### src/lf_pkg.sv
`default_nettype none

package lf_pkg;

	// ------------------------------------------------------------
	// word widths
	// ------------------------------------------------------------
	localparam int N_DCO_TI  = 8;	// dco track integer bits
	localparam int N_DCO_TF  = 6;	// dco track fraction bits
	localparam int N_DCO_T   = N_DCO_TI + N_DCO_TF;

	localparam int N_DAC_TI  = 6;	// dac track integer bits
	localparam int N_DAC_TF  = 4;	// dac track fraction bits, also sdm acc width
	localparam int N_DAC_T   = N_DAC_TI + N_DAC_TF;

	localparam int N_BB_GB   = 3;	// bb loop gain exponent
	localparam int N_BB_GDAC = 3;	// dac loop gain exponent

	localparam int SYNC_DEPTH = 2;	// flops per control synchronizer
	// load, two freezes, loop select, hold, both gains
	localparam int N_CTL_SYNC = 5 + N_BB_GB + N_BB_GDAC;

	// ------------------------------------------------------------
	// word types
	// ------------------------------------------------------------
	typedef logic [N_DCO_T-1:0]   dco_track_t;	// integer.fraction
	typedef logic [N_DAC_T-1:0]   dac_track_t;
	typedef logic [N_DCO_TI-1:0]  dco_fine_t;	// dco fine control
	typedef logic [N_DAC_TI-1:0]  dac_ctl_t;	// supply dac control
	typedef logic [N_BB_GB-1:0]   gain_bb_t;
	typedef logic [N_BB_GDAC-1:0] gain_dac_t;

	// saturation ceiling, max integer with zero fraction
	localparam dco_track_t DCO_TRACK_MAX = {{N_DCO_TI{1'b1}}, {N_DCO_TF{1'b0}}};
	localparam dac_track_t DAC_TRACK_MAX = {{N_DAC_TI{1'b1}}, {N_DAC_TF{1'b0}}};

	// loop mode, encoded as {sel_sync, sel_dly}
	typedef enum logic [1:0] {
		MODE_BB        = 2'b00,	// select low
		MODE_DAC_EXIT  = 2'b01,	// falling edge, one cycle
		MODE_DAC_ENTER = 2'b10,	// rising edge, one cycle
		MODE_DAC       = 2'b11	// select high
	} lf_mode_e;

endpackage

`default_nettype wire
### src/lf_ctl_if.sv
`timescale 1ns/10ps
`default_nettype none

interface lf_ctl_if;
	import lf_pkg::*;

	// synchronized quasi-static controls
	logic      load;
	logic      freeze_dco;
	logic      freeze_dac;
	gain_bb_t  gain_bb;
	gain_dac_t gain_dac;
	lf_mode_e  mode;	// decoded from delayed loop select
	logic      en_hold;

	// registered pd decision
	logic      bb_valid;	// one cycle per decision
	logic      bb_inc;	// 1 inc, 0 dec

	// sync stage drives everything
	modport ctl_src (
		output load, freeze_dco, freeze_dac, gain_bb, gain_dac,
		output mode, en_hold, bb_valid, bb_inc
	);

	// dco tracking integrator
	modport dco_dst (
		input load, freeze_dco, gain_bb, mode, en_hold,
		input bb_valid, bb_inc
	);

	// supply-dac tracking integrator, no hold here
	modport dac_dst (
		input load, freeze_dac, gain_dac, mode,
		input bb_valid, bb_inc
	);

endinterface

`default_nettype wire

### src/mdll_lf.sv
`timescale 1ns/10ps
`default_nettype none

module mdll_lf (
	input  logic              clk_lf,
	input  logic              resetn_sync_clk_lf,	// already synchronized
	input  logic              freeze_lf_dco_track,
	input  logic              freeze_lf_dac_track,
	input  logic              load,
	input  lf_pkg::dco_fine_t ld_value,
	input  lf_pkg::dac_ctl_t  ld_value_dac,
	input  logic              sel_dac_loop,	// 1 dac supply loop, 0 bb loop
	input  logic              en_hold,
	input  logic              bb_valid,	// pd strobe
	input  logic              bb_out_inc,	// 1 inc delay, 0 dec
	input  lf_pkg::gain_bb_t  gain_bb,
	input  lf_pkg::gain_dac_t gain_bb_dac,
	input  logic              en_sdm,
	output lf_pkg::dco_fine_t dco_ctl_fine,
	output lf_pkg::dac_ctl_t  dac_ctl
);
	import lf_pkg::*;

	dac_track_t dac_track;	// integrator to sdm

	// ------------------------------------------------------------
	// stage 1, sync and decision register
	// ------------------------------------------------------------
	lf_ctl_if u_ctl_if ();

	lf_ctl_sync u_ctl_sync (
		.clk_lf              (clk_lf),
		.resetn_sync_clk_lf  (resetn_sync_clk_lf),
		.load                (load),
		.freeze_lf_dco_track (freeze_lf_dco_track),
		.freeze_lf_dac_track (freeze_lf_dac_track),
		.sel_dac_loop        (sel_dac_loop),
		.en_hold             (en_hold),
		.gain_bb             (gain_bb),
		.gain_bb_dac         (gain_bb_dac),
		.bb_valid            (bb_valid),
		.bb_out_inc          (bb_out_inc),
		.ctl                 (u_ctl_if.ctl_src)
	);

	// ------------------------------------------------------------
	// stage 2, integrators
	// ------------------------------------------------------------
	lf_dco_integrator u_dco_integrator (
		.clk_lf             (clk_lf),
		.resetn_sync_clk_lf (resetn_sync_clk_lf),
		.ld_value           (ld_value),
		.ctl                (u_ctl_if.dco_dst),
		.dco_ctl_fine       (dco_ctl_fine)
	);

	lf_dac_integrator u_dac_integrator (
		.clk_lf             (clk_lf),
		.resetn_sync_clk_lf (resetn_sync_clk_lf),
		.ld_value_dac       (ld_value_dac),
		.ctl                (u_ctl_if.dac_dst),
		.dac_track          (dac_track)
	);

	// stage 3, dither onto the supply dac
	lf_dac_sdm u_dac_sdm (
		.clk_lf             (clk_lf),
		.resetn_sync_clk_lf (resetn_sync_clk_lf),
		.en_sdm             (en_sdm),	// direct, not synchronized
		.dac_track          (dac_track),
		.dac_ctl            (dac_ctl)
	);

endmodule

`default_nettype wire

### src/lf_dac_sdm.sv
`timescale 1ns/10ps
`default_nettype none

module lf_dac_sdm (
	input  logic               clk_lf,
	input  logic               resetn_sync_clk_lf,
	input  logic               en_sdm,
	input  lf_pkg::dac_track_t dac_track,
	output lf_pkg::dac_ctl_t   dac_ctl
);
	import lf_pkg::*;

	logic [N_DAC_TF-1:0] acc_q;	// first-order error accumulator
	logic [N_DAC_TF:0]   acc_sum;	// msb is the carry
	logic                dither;

	// ------------------------------------------------------------
	// fraction accumulator, carry out is the dither bit
	// ------------------------------------------------------------
	assign acc_sum = {1'b0, acc_q} + {1'b0, dac_track[N_DAC_TF-1:0]};
	assign dither  = en_sdm & acc_sum[N_DAC_TF];

	always_ff @(posedge clk_lf or negedge resetn_sync_clk_lf) begin
		if (!resetn_sync_clk_lf) begin
			acc_q <= '0;
		end else if (en_sdm) begin
			acc_q <= acc_sum[N_DAC_TF-1:0];	// wraps, residue kept
		end
	end

	// integer part plus dither, no overflow since max word has zero fraction
	always_ff @(posedge clk_lf or negedge resetn_sync_clk_lf) begin
		if (!resetn_sync_clk_lf) begin
			dac_ctl <= '0;
		end else begin
			dac_ctl <= dac_track[N_DAC_TF +: N_DAC_TI] + dac_ctl_t'(dither);
		end
	end

	// sdm off means dac_ctl is the plain integer part one cycle later
	a_no_dither_when_off: assert property (@(posedge clk_lf)
		disable iff (!resetn_sync_clk_lf)
		!en_sdm |=> dac_ctl == $past(dac_track[N_DAC_TF +: N_DAC_TI]));

endmodule

`default_nettype wire

### src/lf_dac_integrator.sv
`timescale 1ns/10ps
`default_nettype none

module lf_dac_integrator (
	input  logic               clk_lf,
	input  logic               resetn_sync_clk_lf,
	input  lf_pkg::dac_ctl_t   ld_value_dac,
	lf_ctl_if.dac_dst          ctl,
	output lf_pkg::dac_track_t dac_track
);
	import lf_pkg::*;

	dac_track_t                track_q;
	dac_track_t                track_nxt;
	dac_track_t                sum_clip;
	logic signed [N_DAC_T+1:0] mag;
	logic signed [N_DAC_T+1:0] step;
	logic signed [N_DAC_T+1:0] sum_raw;
	logic                      in_bb;	// bb loop active, dac parked

	// ------------------------------------------------------------
	// scaled decision and saturating add
	// ------------------------------------------------------------
	always_comb begin
		mag = (N_DAC_T+2)'(1) << ctl.gain_dac;
		if (!ctl.bb_valid || ctl.gain_dac == '0) begin
			step = '0;
		end else begin
			step = ctl.bb_inc ? mag : -mag;
		end
		sum_raw = $signed({2'b00, track_q}) + step;

		if (sum_raw[N_DAC_T+1]) begin
			sum_clip = '0;	// below zero
		end else if (sum_raw[N_DAC_T]) begin
			sum_clip = DAC_TRACK_MAX;	// zero fraction keeps sdm sum in range
		end else begin
			sum_clip = sum_raw[N_DAC_T-1:0];
		end
	end

	assign in_bb = (ctl.mode == MODE_BB) || (ctl.mode == MODE_DAC_EXIT);

	// ------------------------------------------------------------
	// update precedence
	// ------------------------------------------------------------
	always_comb begin
		if (ctl.freeze_dac) begin
			track_nxt = track_q;
		end else if (in_bb || ctl.load) begin
			track_nxt = {ld_value_dac, {N_DAC_TF{1'b0}}};	// park at load value
		end else begin
			track_nxt = sum_clip;	// enter and dac modes integrate
		end
	end

	always_ff @(posedge clk_lf or negedge resetn_sync_clk_lf) begin
		if (!resetn_sync_clk_lf) begin
			track_q <= '0;
		end else begin
			track_q <= track_nxt;
		end
	end

	assign dac_track = track_q;

	// in dac mode only a strobe or a load moves the word
	a_dac_needs_strobe: assert property (@(posedge clk_lf)
		disable iff (!resetn_sync_clk_lf)
		(ctl.mode == MODE_DAC) && !ctl.bb_valid && !ctl.load |=> $stable(track_q));

endmodule

`default_nettype wire

### src/lf_dco_integrator.sv
`timescale 1ns/10ps
`default_nettype none

module lf_dco_integrator (
	input  logic              clk_lf,
	input  logic              resetn_sync_clk_lf,
	input  lf_pkg::dco_fine_t ld_value,
	lf_ctl_if.dco_dst         ctl,
	output lf_pkg::dco_fine_t dco_ctl_fine
);
	import lf_pkg::*;

	dco_track_t                track_q;	// integer.fraction
	dco_track_t                track_nxt;
	dco_track_t                sum_clip;	// track plus step, saturated
	logic signed [N_DCO_T+1:0] mag;	// 2**gain in fraction lsbs
	logic signed [N_DCO_T+1:0] step;
	logic signed [N_DCO_T+1:0] sum_raw;	// two guard bits

	// ------------------------------------------------------------
	// scaled decision and saturating add
	// ------------------------------------------------------------
	always_comb begin
		mag = (N_DCO_T+2)'(1) << ctl.gain_bb;
		if (!ctl.bb_valid || ctl.gain_bb == '0) begin
			step = '0;	// no strobe or gain 0
		end else begin
			step = ctl.bb_inc ? mag : -mag;
		end
		sum_raw = $signed({2'b00, track_q}) + step;

		if (sum_raw[N_DCO_T+1]) begin
			sum_clip = '0;	// underflow
		end else if (sum_raw[N_DCO_T]) begin
			sum_clip = DCO_TRACK_MAX;	// overflow
		end else begin
			sum_clip = sum_raw[N_DCO_T-1:0];
		end
	end

	// ------------------------------------------------------------
	// update precedence
	// ------------------------------------------------------------
	always_comb begin
		track_nxt = track_q;
		if (ctl.freeze_dco) begin
			track_nxt = track_q;	// freeze beats load
		end else if (ctl.load) begin
			track_nxt = {ld_value, {N_DCO_TF{1'b0}}};
		end else if (ctl.mode == MODE_DAC_ENTER) begin
			// hand over to dac loop one code lower
			track_nxt = sum_clip;
			if (sum_clip[N_DCO_TF +: N_DCO_TI] != '0) begin
				track_nxt[N_DCO_TF +: N_DCO_TI] = sum_clip[N_DCO_TF +: N_DCO_TI] - 1'b1;
			end
		end else if (ctl.mode == MODE_DAC && ctl.en_hold) begin
			track_nxt = track_q;	// dac loop owns the tracking
		end else begin
			track_nxt = sum_clip;
		end
	end

	always_ff @(posedge clk_lf or negedge resetn_sync_clk_lf) begin
		if (!resetn_sync_clk_lf) begin
			track_q <= '0;
		end else begin
			track_q <= track_nxt;
		end
	end

	assign dco_ctl_fine = track_q[N_DCO_TF +: N_DCO_TI];	// integer part only

	// synchronized freeze holds the word even with load high
	a_freeze_holds: assert property (@(posedge clk_lf)
		disable iff (!resetn_sync_clk_lf)
		ctl.freeze_dco |=> $stable(track_q));

endmodule

`default_nettype wire

### src/lf_ctl_sync.sv
`timescale 1ns/10ps
`default_nettype none

module lf_ctl_sync (
	input  logic              clk_lf,
	input  logic              resetn_sync_clk_lf,
	input  logic              load,
	input  logic              freeze_lf_dco_track,
	input  logic              freeze_lf_dac_track,
	input  logic              sel_dac_loop,
	input  logic              en_hold,
	input  lf_pkg::gain_bb_t  gain_bb,
	input  lf_pkg::gain_dac_t gain_bb_dac,
	input  logic              bb_valid,
	input  logic              bb_out_inc,
	lf_ctl_if.ctl_src         ctl
);
	import lf_pkg::*;

	// ------------------------------------------------------------
	// control synchronizers
	// ------------------------------------------------------------
	logic [N_CTL_SYNC-1:0] ctl_raw;	// async side, packed
	logic [SYNC_DEPTH-1:0][N_CTL_SYNC-1:0] sync_q;	// [0] first flop
	logic                  sel_sync;
	logic                  sel_dly;	// one more flop for edge detect
	lf_mode_e              mode_d;

	assign ctl_raw = {load, freeze_lf_dco_track, freeze_lf_dac_track,
		sel_dac_loop, en_hold, gain_bb, gain_bb_dac};

	// all bits ride the same chain
	always_ff @(posedge clk_lf or negedge resetn_sync_clk_lf) begin
		if (!resetn_sync_clk_lf) begin
			sync_q <= '0;
		end else begin
			sync_q <= {sync_q[SYNC_DEPTH-2:0], ctl_raw};
		end
	end

	// unpack last stage
	assign {ctl.load, ctl.freeze_dco, ctl.freeze_dac, sel_sync,
		ctl.en_hold, ctl.gain_bb, ctl.gain_dac} = sync_q[SYNC_DEPTH-1];

	// ------------------------------------------------------------
	// loop select edge decode
	// ------------------------------------------------------------
	always_ff @(posedge clk_lf or negedge resetn_sync_clk_lf) begin
		if (!resetn_sync_clk_lf) begin
			sel_dly <= 1'b0;
		end else begin
			sel_dly <= sel_sync;
		end
	end

	always_comb begin
		case ({sel_sync, sel_dly})
			2'b10:   mode_d = MODE_DAC_ENTER;	// rise
			2'b11:   mode_d = MODE_DAC;
			2'b01:   mode_d = MODE_DAC_EXIT;	// fall
			default: mode_d = MODE_BB;
		endcase
	end

	assign ctl.mode = mode_d;

	// ------------------------------------------------------------
	// pd decision, same clock domain so one flop only
	// ------------------------------------------------------------
	always_ff @(posedge clk_lf or negedge resetn_sync_clk_lf) begin
		if (!resetn_sync_clk_lf) begin
			ctl.bb_valid <= 1'b0;
		end else begin
			ctl.bb_valid <= bb_valid;
		end
	end

	always_ff @(posedge clk_lf) begin
		ctl.bb_inc <= bb_out_inc;	// qualified by bb_valid
	end

	// back-to-back strobes downstream only when the pd sent two
	a_strobe_no_stretch: assert property (@(posedge clk_lf)
		disable iff (!resetn_sync_clk_lf)
		ctl.bb_valid && $past(ctl.bb_valid) |-> $past(bb_valid, 1) && $past(bb_valid, 2));

endmodule

`default_nettype wire

### config.mk
export PLATFORM = sky130hd
export DESIGN_NAME = mdll_lf
export DESIGN_NICKNAME = d
export VERILOG_FILES = /design/src/lf_pkg.sv /design/src/lf_ctl_if.sv /design/src/mdll_lf.sv /design/src/lf_dac_sdm.sv /design/src/lf_dac_integrator.sv /design/src/lf_dco_integrator.sv /design/src/lf_ctl_sync.sv
export SDC_FILE = /design/constraint.sdc
export NUM_CORES = 1
export LEC_CHECK = 0
export ABC_AREA = 1
export BUFFER_PORTS_ARGS = -buffer_cell sky130_fd_sc_hd__buf_2
export CELL_PAD_IN_SITES_DETAIL_PLACEMENT = 1
export CELL_PAD_IN_SITES_GLOBAL_PLACEMENT = 1
export CORE_MARGIN = 10
export CORE_UTILIZATION = 40
export DETAILED_ROUTE_END_ITERATION = 16
export PLACE_DENSITY = 0.75
export SLEW_MARGIN = 20
export SYNTH_ARGS = -nofsm -noshare
export SYNTH_HDL_FRONTEND = slang
export SYNTH_SLANG_ARGS = --single-unit
### constraint.sdc
create_clock -name clk_lf -period 3.6 [get_ports clk_lf]
set_input_delay 0.72 -clock clk_lf [delete_from_list [all_inputs] [get_ports clk_lf]]
set_output_delay 0.72 -clock clk_lf [all_outputs]
set_load 0.005 [all_outputs]
==> run_summary.xml, run 1 <==
<?xml version="1.0" encoding="UTF-8"?>
<metrics>
  <group name="layout">
    <metric name="layout_cell_share_with_drive_strength_beyond_1" unit="">0.341</metric>
    <metric name="finalNetCount" unit="">746</metric>
    <metric name="n_antenna_cell" unit="">0</metric>
    <metric name="area.sequential" unit="µm²">1470</metric>
    <metric name="stdcell_area" unit="µm²">5800</metric>
    <metric name="area.growth.synth_to_final" unit="%">30.6</metric>
    <metric name="layout.filler_cells" unit="">1342</metric>
    <metric name="area_of_combinational_cells_with_multiple_inputs" unit="µm²">3070</metric>
  </group>
  <group name="synthesis">
    <metric name="count_of_different_cell_masters_after_synthesis" unit="">41</metric>
    <metric name="synth_cells" unit="">594</metric>
    <metric name="ys_seq_elements" unit="">59</metric>
    <metric name="async_flop_share" unit="">0.983</metric>
    <metric name="number_of_enable_flip_flop_cells_after_synthesis" unit="">0</metric>
    <metric name="synth-seq-area-share" unit="">0.331</metric>
    <metric name="netlist_area" unit="µm²">4440</metric>
    <metric name="syn_area_per_cell" unit="µm²">7.48</metric>
    <metric name="dominantRegCellSynth" unit="">sky130_fd_sc_hd__dfrtp_1</metric>
    <metric name="yosys_warnings" unit="">0</metric>
  </group>
  <group name="power">
    <metric name="powerDensity" unit="nW/µm²">446</metric>
    <metric name="leakage" unit="µW">0.00290</metric>
    <metric name="peak_ir_drop_on_the_vdd_network" unit="mV">0.184</metric>
  </group>
  <group name="setup_path">
    <metric name="timing.critical_path.required" unit="ns">3.85</metric>
    <metric name="timing.critical_path.fanout_max" unit="">5</metric>
    <metric name="critical_path.endpoint" unit="">u_dco_integrator.track_q[13]$_DFFE_PN0P_</metric>
    <metric name="worst_r2r_path_depth" unit="">25</metric>
    <metric name="end_kind" unit="">register</metric>
    <metric name="rr_endpoint" unit="">u_dco_integrator.track_q[13]$_DFFE_PN0P_</metric>
    <metric name="crit_start_category" unit="">register</metric>
    <metric name="startpoint" unit="">u_ctl_sync.ctl.gain_bb[1]$_DFF_PN0_</metric>
    <metric name="worst-setup-path-type" unit="">register to register</metric>
    <metric name="worst_reg2reg_startpoint" unit="">u_ctl_sync.ctl.gain_bb[1]$_DFF_PN0_</metric>
    <metric name="cp_data_arrival_time" unit="ns">3.97</metric>
    <metric name="rrSetupSlack" unit="ns">-0.12</metric>
  </group>
  <group name="sta">
    <metric name="worst_clock_skew" unit="ns">0.0141</metric>
    <metric name="rsz0062_at_grt" unit="">yes</metric>
    <metric name="finalHoldViolCount" unit="">0</metric>
    <metric name="setup_violations" unit="">7</metric>
    <metric name="period_minus_slack" unit="ns">3.72</metric>
    <metric name="fmax" unit="MHz">269</metric>
    <metric name="final.setup.worst_slack" unit="ns">-0.121</metric>
    <metric name="slew_violations" unit="">0</metric>
    <metric name="timing.slew.headroom" unit="">0.366</metric>
    <metric name="worst_hold_slack" unit="ns">0.321</metric>
    <metric name="worst-slew-pin-transition" unit="ns">0.946</metric>
    <metric name="min_period_over_period" unit="">1.03</metric>
  </group>
  <group name="floorplanning">
    <metric name="die_x" unit="µm">125</metric>
    <metric name="start_util" unit="">0.410</metric>
    <metric name="core" unit="µm²">10800</metric>
    <metric name="die_h" unit="µm">125</metric>
    <metric name="boundaryPins" unit="">44</metric>
    <metric name="fp-row-count" unit="">38</metric>
    <metric name="die_area" unit="µm²">15700</metric>
  </group>
  <group name="place">
    <metric name="gp_congestion" unit="">0.928</metric>
    <metric name="io_buffers" unit="">43</metric>
    <metric name="detailed_place.area" unit="µm²">4870</metric>
    <metric name="dp.final_hpwl" unit="mm">10.4</metric>
  </group>
  <group name="cts">
    <metric name="tritoncts.num_buffers" unit="">9</metric>
    <metric name="clockRootBuffer" unit="">sky130_fd_sc_hd__clkbuf_8</metric>
    <metric name="cts_tree" unit="">yes</metric>
    <metric name="cts_max_path_buffers" unit="">2</metric>
    <metric name="clock_sink_count" unit="">59</metric>
    <metric name="h-tree-depth" unit="">3</metric>
    <metric name="clock_insertion_delay_worst_skew" unit="ns">0.35</metric>
    <metric name="cts.clk_slew.worst_paths" unit="ns">0.07</metric>
  </group>
  <group name="drt">
    <metric name="dr.pass1.iters" unit="">5</metric>
    <metric name="route.detailed.drc" unit="">0</metric>
    <metric name="vias" unit="">4406</metric>
    <metric name="viasPerCell" unit="">5.35</metric>
    <metric name="detailedRoute.firstIterationViolations" unit="">224</metric>
    <metric name="antenna_left" unit="">0</metric>
    <metric name="wire_per_inst" unit="µm">18.3</metric>
    <metric name="totalWireLength" unit="mm">15.1</metric>
  </group>
  <group name="grt">
    <metric name="total_track_usage" unit="">0.169</metric>
    <metric name="groute.layer.met3.usage" unit="">0.0346</metric>
    <metric name="pin_count_of_the_biggest_net_entering_global_routing" unit="">40</metric>
    <metric name="groute.layer.met1.usage" unit="">0.188</metric>
    <metric name="first_global_vias" unit="">4549</metric>
    <metric name="grt_pass1_wl" unit="mm">22.1</metric>
    <metric name="grt_busiest_layer" unit="">met2</metric>
    <metric name="grt_util_met2" unit="">0.314</metric>
    <metric name="antenna_found_initial" unit="">0</metric>
    <metric name="grt_overflow_total" unit="">0</metric>
  </group>
  <group name="status">
    <metric name="run_status" unit="">complete, but fails checks</metric>
    <metric name="violations" unit="">negative setup slack</metric>
  </group>
  <group name="flow_run">
    <metric name="maxCapViolCount" unit="">0</metric>
  </group>
  <group name="worst_hold_path">
    <metric name="hold_class" unit="">input port to asynchronous set/reset pin</metric>
  </group>
</metrics>
-- per-stage QoR --
step / TNS, ns / util / power [µW] / instances / setup slack [ns]
2_1_floorplan: 0 / - / 1340 / 595 / 0.155
3_3_place_gp: -0.123 / 0.449 / 1550 / 779 / -0.0734
3_5_place_dp: -1.29 / 0.449 / 1590 / 779 / -0.272
4_1_cts: 0 / 0.482 / 2380 / 803 / 0.000673
5_1_grt: -1.88 / 0.535 / 2750 / 823 / -0.247
6_report: -0.553 / 0.535 / 2590 / 823 / -0.121
-- area by class of cell --
type / instances / area share
Timing Repair Buffer: 87 / 0.0979
Clock buffer: 11 / 0.0244
Tap cell: 140 / 0.0302
Sequential cell: 59 / 0.254
Inverter: 74 / 0.0479
Multi-Input combinational cell: 447 / 0.528
Clock inverter: 5 / 0.0172
-- cell families after synthesis --
| logic type | count (synthesis) | share of synthesized area |
|---|---|---|
| buf+inv | 89 | 0.0822 |
| fa+ha+maj | 38 | 0.112 |
| simple gates | 292 | 0.317 |
| flops | 59 | 0.331 |
| other cells | 1 | 0.000844 |
| compound gates | 95 | 0.117 |
| xor+xnor | 20 | 0.0394 |
-- what timing repair did --
item,4_1_cts,5_1_grt
pin swaps,12,46
hold buffers,0,0
setup buffers,8,20
gates resized for setup,16,112
endpoints found under the setup margin,9,23
-- Yosys cell counts, drive strengths merged, types with 2 or more instances --
library cell	count	share of area
xnor2	8	0.016
nand3	48	0.069
fa	3	0.014
dfrtp	58	0.33
a31o	2	0.0039
a21oi	48	0.054
o31ai	2	0.0034
xor2	12	0.024
nand3b	6	0.010
a22oi	2	0.0034
o21ai	31	0.036
nand2	162	0.15
nand4	6	0.0084
ha	35	0.099
a31oi	2	0.0028
clkbuf	6	0.0051
a211oi	2	0.0034
nor3	8	0.0090
o211ai	2	0.0034
buf	9	0.015
nor2	60	0.063
inv	74	0.063
-- per-layer routing --
metal	up-vias	share of wire
li1	2104	-
met3	39	0.030
met1	2174	0.39
met2	89	0.54
met5	-	0
met4	0	0.040
-- worst min-delay path by stage --
stage                              startpoint                                       to  slack (ns)
2_1_floorplan  u_ctl_sync.sync_q[6]$_DFF_PN0_         u_ctl_sync.ctl.en_hold$_DFF_PN0_        0.33
3_3_place_gp   u_ctl_sync.sync_q[8]$_DFF_PN0_      u_ctl_sync.ctl.freeze_dac$_DFF_PN0_        0.33
3_5_place_dp   u_ctl_sync.sync_q[5]$_DFF_PN0_      u_ctl_sync.ctl.gain_bb[2]$_DFF_PN0_        0.34
4_1_cts                    resetn_sync_clk_lf  u_dco_integrator.track_q[1]$_DFFE_PN0P_        0.32
5_1_grt                    resetn_sync_clk_lf  u_dco_integrator.track_q[2]$_DFFE_PN0P_        0.34
6_report                   resetn_sync_clk_lf  u_dco_integrator.track_q[1]$_DFFE_PN0P_        0.32
-- cells in the final DEF (no fill, tap or decap), types with 7 or more instances in the layout --
cell type / count
sky130_fd_sc_hd__nor2_4: 8
sky130_fd_sc_hd__nor2_1: 39
sky130_fd_sc_hd__o21ai_0: 21
sky130_fd_sc_hd__a21oi_1: 41
sky130_fd_sc_hd__inv_1: 63
sky130_fd_sc_hd__dfrtp_1: 56
sky130_fd_sc_hd__buf_4: 39
sky130_fd_sc_hd__clkbuf_8: 10
sky130_fd_sc_hd__nand2_2: 34
sky130_fd_sc_hd__ha_1: 27
sky130_fd_sc_hd__nor2_2: 12
sky130_fd_sc_hd__nand3_1: 33
sky130_fd_sc_hd__ha_4: 7
sky130_fd_sc_hd__inv_2: 11
sky130_fd_sc_hd__nand3_4: 9
sky130_fd_sc_hd__nand2_1: 112
sky130_fd_sc_hd__nand2_4: 16
sky130_fd_sc_hd__buf_2: 43
sky130_fd_sc_hd__xor2_1: 12
sky130_fd_sc_hd__xnor2_1: 7
-- sequential cells by signal (all words and copies together) (netlist names) --
signal,flops
u_dco_integrator.track_q,14
u_ctl_sync.sync_q,11
u_dac_integrator.dac_track,10
u_dac_sdm.dac_ctl,6
u_dac_sdm.acc_q,4
u_ctl_sync.ctl.gain_bb,3
u_ctl_sync.ctl.gain_dac,3
u_ctl_sync.ctl.bb_inc,1
u_ctl_sync.ctl.bb_valid,1
u_ctl_sync.ctl.en_hold,1
u_ctl_sync.ctl.freeze_dac,1
u_ctl_sync.ctl.freeze_dco,1
u_ctl_sync.ctl.load,1
u_ctl_sync.sel_dly,1
u_ctl_sync.sel_sync,1
-- power breakdown --
group          leakage (µW)  internal (µW)  total (µW)  switching [µW]
logic               0.00208            407        1020             617
clock network      0.000123            476         747             271
registers          0.000703            737         815            77.3
-- worst max-delay path: stages (launching register included) --
cell and delay, ns:
sky130_fd_sc_hd__dfrtp_2 0.44, sky130_fd_sc_hd__nor2_4 0.18, sky130_fd_sc_hd__nand2_2 0.11, sky130_fd_sc_hd__ha_4 0.18, sky130_fd_sc_hd__buf_4 0.15, sky130_fd_sc_hd__nand2_2 0.09
sky130_fd_sc_hd__nand2_2 0.10, sky130_fd_sc_hd__nor2_8 0.21, sky130_fd_sc_hd__ha_4 0.23, sky130_fd_sc_hd__buf_4 0.15, sky130_fd_sc_hd__nand2_1 0.13, sky130_fd_sc_hd__inv_1 0.07
sky130_fd_sc_hd__nand2_1 0.08, sky130_fd_sc_hd__nand3_1 0.10, sky130_fd_sc_hd__a21oi_1 0.21, sky130_fd_sc_hd__nand2_1 0.10, sky130_fd_sc_hd__nand2_1 0.10, sky130_fd_sc_hd__nand2_1 0.07
sky130_fd_sc_hd__nor2_1 0.19, sky130_fd_sc_hd__nor2_2 0.12, sky130_fd_sc_hd__nor2_4 0.16, sky130_fd_sc_hd__nand3_4 0.12, sky130_fd_sc_hd__nand2_1 0.14, sky130_fd_sc_hd__nor2_1 0.06
sky130_fd_sc_hd__nor2_1 0.08, sky130_fd_sc_hd__nor2_1 0.05
No activity file was read; power rests on OpenSTA's default activity.
==> inputs of run 2 (changes only) <==
- SYNTH_HIERARCHICAL: default -> 1
==> run_summary.xml, run 2 <==
<?xml version="1.0" encoding="UTF-8"?>
<metrics>
  <group name="synthesis">
    <metric name="synth-seq-area-share" unit="">0.302</metric>
    <metric name="number_of_enable_flip_flop_cells_after_synthesis" unit="">0</metric>
    <metric name="synth_mux_area_frac" unit="">0</metric>
    <metric name="dominantRegCellSynth" unit="">sky130_fd_sc_hd__dfrtp_1</metric>
    <metric name="synth_common_cells" unit="">190 x sky130_fd_sc_hd__nand2_1, 78 x sky130_fd_sc_hd__inv_1, 60 x sky130_fd_sc_hd__nor2_1</metric>
    <metric name="yosys_warnings" unit="">6</metric>
    <metric name="mappedNetlistNets" unit="">740</metric>
    <metric name="synth_adder_area_share" unit="">0.102</metric>
    <metric name="ys_top_cells_by_area" unit="">sky130_fd_sc_hd__dfrtp_1 30%, sky130_fd_sc_hd__nand2_1 15%, sky130_fd_sc_hd__ha_1 9.0%, sky130_fd_sc_hd__inv_1 6.0%, sky130_fd_sc_hd__nand3_1 5.5%</metric>
    <metric name="yosysMostFrequentCell" unit="">sky130_fd_sc_hd__nand2_1</metric>
    <metric name="synth_area_leader_cell" unit="">sky130_fd_sc_hd__dfrtp_1</metric>
    <metric name="netlist_area" unit="µm²">4880</metric>
    <metric name="synth_cells" unit="">672</metric>
    <metric name="syn_area_per_cell" unit="µm²">7.26</metric>
    <metric name="synth_top_cell_area_share" unit="">0.298</metric>
    <metric name="simple_gate_fraction_of_synth_area" unit="">0.370</metric>
    <metric name="synth_compound_gate_area_share" unit="">0.101</metric>
    <metric name="ys_seq_elements" unit="">59</metric>
    <metric name="synth-xor-area-share" unit="">0.0249</metric>
    <metric name="count_of_different_cell_masters_after_synthesis" unit="">46</metric>
    <metric name="synth_top_family_by_area" unit="">simple AND/OR/NAND/NOR gates</metric>
    <metric name="async_flop_share" unit="">0.983</metric>
  </group>
  <group name="drt">
    <metric name="wire_per_inst" unit="µm">18.7</metric>
    <metric name="detailedRoute.firstIterationViolations" unit="">209</metric>
    <metric name="vias" unit="">4774</metric>
    <metric name="dr.pass1.iters" unit="">4</metric>
    <metric name="route.detailed.drc" unit="">0</metric>
    <metric name="antenna_left" unit="">0</metric>
    <metric name="totalWireLength" unit="mm">16.8</metric>
    <metric name="viasPerCell" unit="">5.30</metric>
  </group>
  <group name="place">
    <metric name="gp_congestion" unit="">0.897</metric>
    <metric name="dp.final_hpwl" unit="mm">11.9</metric>
    <metric name="detailed_place.area" unit="µm²">5360</metric>
    <metric name="io_buffers" unit="">43</metric>
    <metric name="cell_total_after_placement" unit="">868</metric>
  </group>
  <group name="grt">
    <metric name="total_track_usage" unit="">0.178</metric>
    <metric name="grt_overflow_total" unit="">0</metric>
    <metric name="first_global_vias" unit="">4951</metric>
    <metric name="pin_count_of_the_biggest_net_entering_global_routing" unit="">27</metric>
    <metric name="grt_pass1_wl" unit="mm">24.2</metric>
    <metric name="antenna_found_initial" unit="">0</metric>
  </group>
  <group name="cts">
    <metric name="clock_insertion_delay_worst_skew" unit="ns">0.33</metric>
    <metric name="cts_tree" unit="">yes</metric>
    <metric name="clockRootBuffer" unit="">sky130_fd_sc_hd__clkbuf_16</metric>
    <metric name="h-tree-depth" unit="">3</metric>
    <metric name="cts.clk_slew.worst_paths" unit="ns">0.06</metric>
    <metric name="clock_sink_count" unit="">59</metric>
    <metric name="tritoncts.num_buffers" unit="">9</metric>
    <metric name="cts.hold.buffers_added" unit="">0</metric>
    <metric name="cts_max_path_buffers" unit="">2</metric>
  </group>
  <group name="floorplanning">
    <metric name="die_area" unit="µm²">17000</metric>
    <metric name="die_x" unit="µm">130</metric>
    <metric name="boundaryPins" unit="">44</metric>
    <metric name="start_util" unit="">0.408</metric>
    <metric name="die_h" unit="µm">130</metric>
    <metric name="fp-row-count" unit="">40</metric>
    <metric name="core" unit="µm²">12000</metric>
  </group>
  <group name="layout">
    <metric name="n_antenna_cell" unit="">0</metric>
    <metric name="most-common-layout-cells" unit="">163 x sky130_fd_sc_hd__nand2_1, 75 x sky130_fd_sc_hd__inv_1, 58 x sky130_fd_sc_hd__dfrtp_1, 57 x sky130_fd_sc_hd__nor2_1, 43 x sky130_fd_sc_hd__buf_2</metric>
    <metric name="post_layout_nonfiller_instances" unit="">901</metric>
    <metric name="regMostFlops" unit="">u_dco_integrator/track_q</metric>
    <metric name="largest_register_ff_count" unit="">14</metric>
    <metric name="area.growth.synth_to_final" unit="%">28.8</metric>
    <metric name="layout.filler_cells" unit="">1479</metric>
    <metric name="most_common_cell_after_layout_fill_and_taps_aside" unit="">sky130_fd_sc_hd__nand2_1</metric>
    <metric name="layout_cell_share_with_drive_strength_beyond_1" unit="">0.316</metric>
    <metric name="stdcell_area" unit="µm²">6280</metric>
    <metric name="finalNetCount" unit="">817</metric>
  </group>
  <group name="sta">
    <metric name="timing.slew.headroom" unit="">0.493</metric>
    <metric name="worst_hold_slack" unit="ns">0.346</metric>
    <metric name="final.setup.worst_slack" unit="ns">-0.153</metric>
    <metric name="finalHoldViolCount" unit="">0</metric>
    <metric name="setup_violations" unit="">4</metric>
    <metric name="worst_clock_skew" unit="ns">0.00907</metric>
    <metric name="fmax" unit="MHz">266</metric>
    <metric name="slew_violations" unit="">0</metric>
    <metric name="period_minus_slack" unit="ns">3.75</metric>
    <metric name="rsz0062_at_grt" unit="">yes</metric>
    <metric name="worst-slew-pin-transition" unit="ns">0.758</metric>
    <metric name="min_period_over_period" unit="">1.04</metric>
  </group>
  <group name="worst_hold_path">
    <metric name="hold_class" unit="">register to register</metric>
    <metric name="timing.hold.worst_path_depth" unit="">0</metric>
  </group>
  <group name="setup_path">
    <metric name="worst_r2r_path_depth" unit="">27</metric>
    <metric name="timing.critical_path.fanout_max" unit="">4</metric>
    <metric name="crit_start_category" unit="">register</metric>
    <metric name="end_kind" unit="">register</metric>
    <metric name="worst-setup-path-type" unit="">register to register</metric>
    <metric name="timing.critical_path.required" unit="ns">3.86</metric>
    <metric name="cp_data_arrival_time" unit="ns">4.01</metric>
  </group>
  <group name="flow_run">
    <metric name="maxCapViolCount" unit="">0</metric>
  </group>
  <group name="status">
    <metric name="run_status" unit="">complete, but fails checks</metric>
    <metric name="violations" unit="">negative setup slack</metric>
  </group>
  <group name="power">
    <metric name="powerDensity" unit="nW/µm²">460</metric>
    <metric name="peak_ir_drop_on_the_vdd_network" unit="mV">0.199</metric>
    <metric name="leakage" unit="µW">0.00326</metric>
  </group>
</metrics>
## run 2: logic make-up after synthesis
group,after synthesis
other cells,2
simple gates,368
buf+inv,108
fa+ha+maj,38
xor+xnor,13
flops,59
compound gates,84
## run 2: final cells by class
class / instances / area, µm² / share of cell area
multi-input combinational: 505 / 3400 / 0.542
inverter: 87 / 335 / 0.0534
clock inverter: 6 / 88.8 / 0.0141
sequential: 59 / 1470 / 0.234
clock buffer: 10 / 229 / 0.0364
timing repair buffer: 87 / 572 / 0.0910
tap: 147 / 184 / 0.0293
## run 2: worst max-delay path, stage by stage (launching register included)
cell,delay (ns)
sky130_fd_sc_hd__dfrtp_1,0.40
sky130_fd_sc_hd__nor2_4,0.17
sky130_fd_sc_hd__nand2_2,0.10
sky130_fd_sc_hd__ha_4,0.17
sky130_fd_sc_hd__or2_4,0.24
sky130_fd_sc_hd__o21ai_4,0.08
sky130_fd_sc_hd__or2_4,0.16
sky130_fd_sc_hd__o21ai_2,0.06
sky130_fd_sc_hd__a21oi_2,0.17
sky130_fd_sc_hd__ha_4,0.25
sky130_fd_sc_hd__buf_6,0.13
sky130_fd_sc_hd__nand2_4,0.07
sky130_fd_sc_hd__inv_4,0.04
sky130_fd_sc_hd__nand2_2,0.07
sky130_fd_sc_hd__nor2_1,0.05
sky130_fd_sc_hd__nand2_2,0.13
sky130_fd_sc_hd__nand2_4,0.08
sky130_fd_sc_hd__nand2_4,0.11
sky130_fd_sc_hd__nand3_4,0.08
sky130_fd_sc_hd__nand3_4,0.13
sky130_fd_sc_hd__ha_4,0.14
sky130_fd_sc_hd__nor3b_4,0.21
sky130_fd_sc_hd__nand2_1,0.12
sky130_fd_sc_hd__inv_2,0.09
sky130_fd_sc_hd__nand2_1,0.06
sky130_fd_sc_hd__nand2_1,0.07
sky130_fd_sc_hd__nand4_1,0.10
sky130_fd_sc_hd__a21oi_2,0.18
## run 2: metrics by stage
stage                     setup WS, ns  power (µW)  setup TNS [ns]   util
after floorplan               0.000315        1420               0      -
after global placement          0.0305        1660               0  0.448
after detailed placement        -0.142        1700          -0.820  0.448
after CTS                      0.00221        2650               0  0.477
after global routing            -0.374        3060           -1.87  0.525
final                           -0.153        2890          -0.361  0.525
## run 2: metal layers
metal | global-route usage | up-vias | routed length, µm
met2 | 0.334 | 95 | 9160
met5 | 0 | - | 0
met3 | 0.0246 | 33 | 472
met1 | 0.204 | 2346 | 6690
li1 | - | 2300 | -
met4 | 0.0530 | 0 | 507
## run 2: what timing repair did
item	4_1_cts	5_1_grt
pin swaps	6	53
setup endpoints to repair	8	10
gates resized for setup	8	100
setup buffers	2	15
## run 2: worst paths after layout
kind,from,to,slack [ns]
min reg2reg,u_ctl_sync/sync_q[2]$_DFF_PN0_,u_ctl_sync/ctl.gain_dac[2]$_DFF_PN0_,0.35
min,u_ctl_sync/sync_q[2]$_DFF_PN0_,u_ctl_sync/ctl.gain_dac[2]$_DFF_PN0_,0.35
min in group asynchronous,resetn_sync_clk_lf,u_ctl_sync/ctl.gain_bb[1]$_DFF_PN0_,0.38
max,u_ctl_sync/ctl.gain_bb[1]$_DFF_PN0_,u_dco_integrator/track_q[10]$_DFFE_PN0P_,-0.15
max in group asynchronous,resetn_sync_clk_lf,u_dac_sdm/acc_q[3]$_DFFE_PN0P_,2.47
max reg2reg,u_ctl_sync/ctl.gain_bb[1]$_DFF_PN0_,u_dco_integrator/track_q[10]$_DFFE_PN0P_,-0.15
## run 2: power breakdown
part	internal (µW)	switching (µW)	leakage (µW)	total (µW)
sequential	736	85.6	0.000705	822
combinational	455	692	0.00240	1150
clock	607	316	0.000149	923
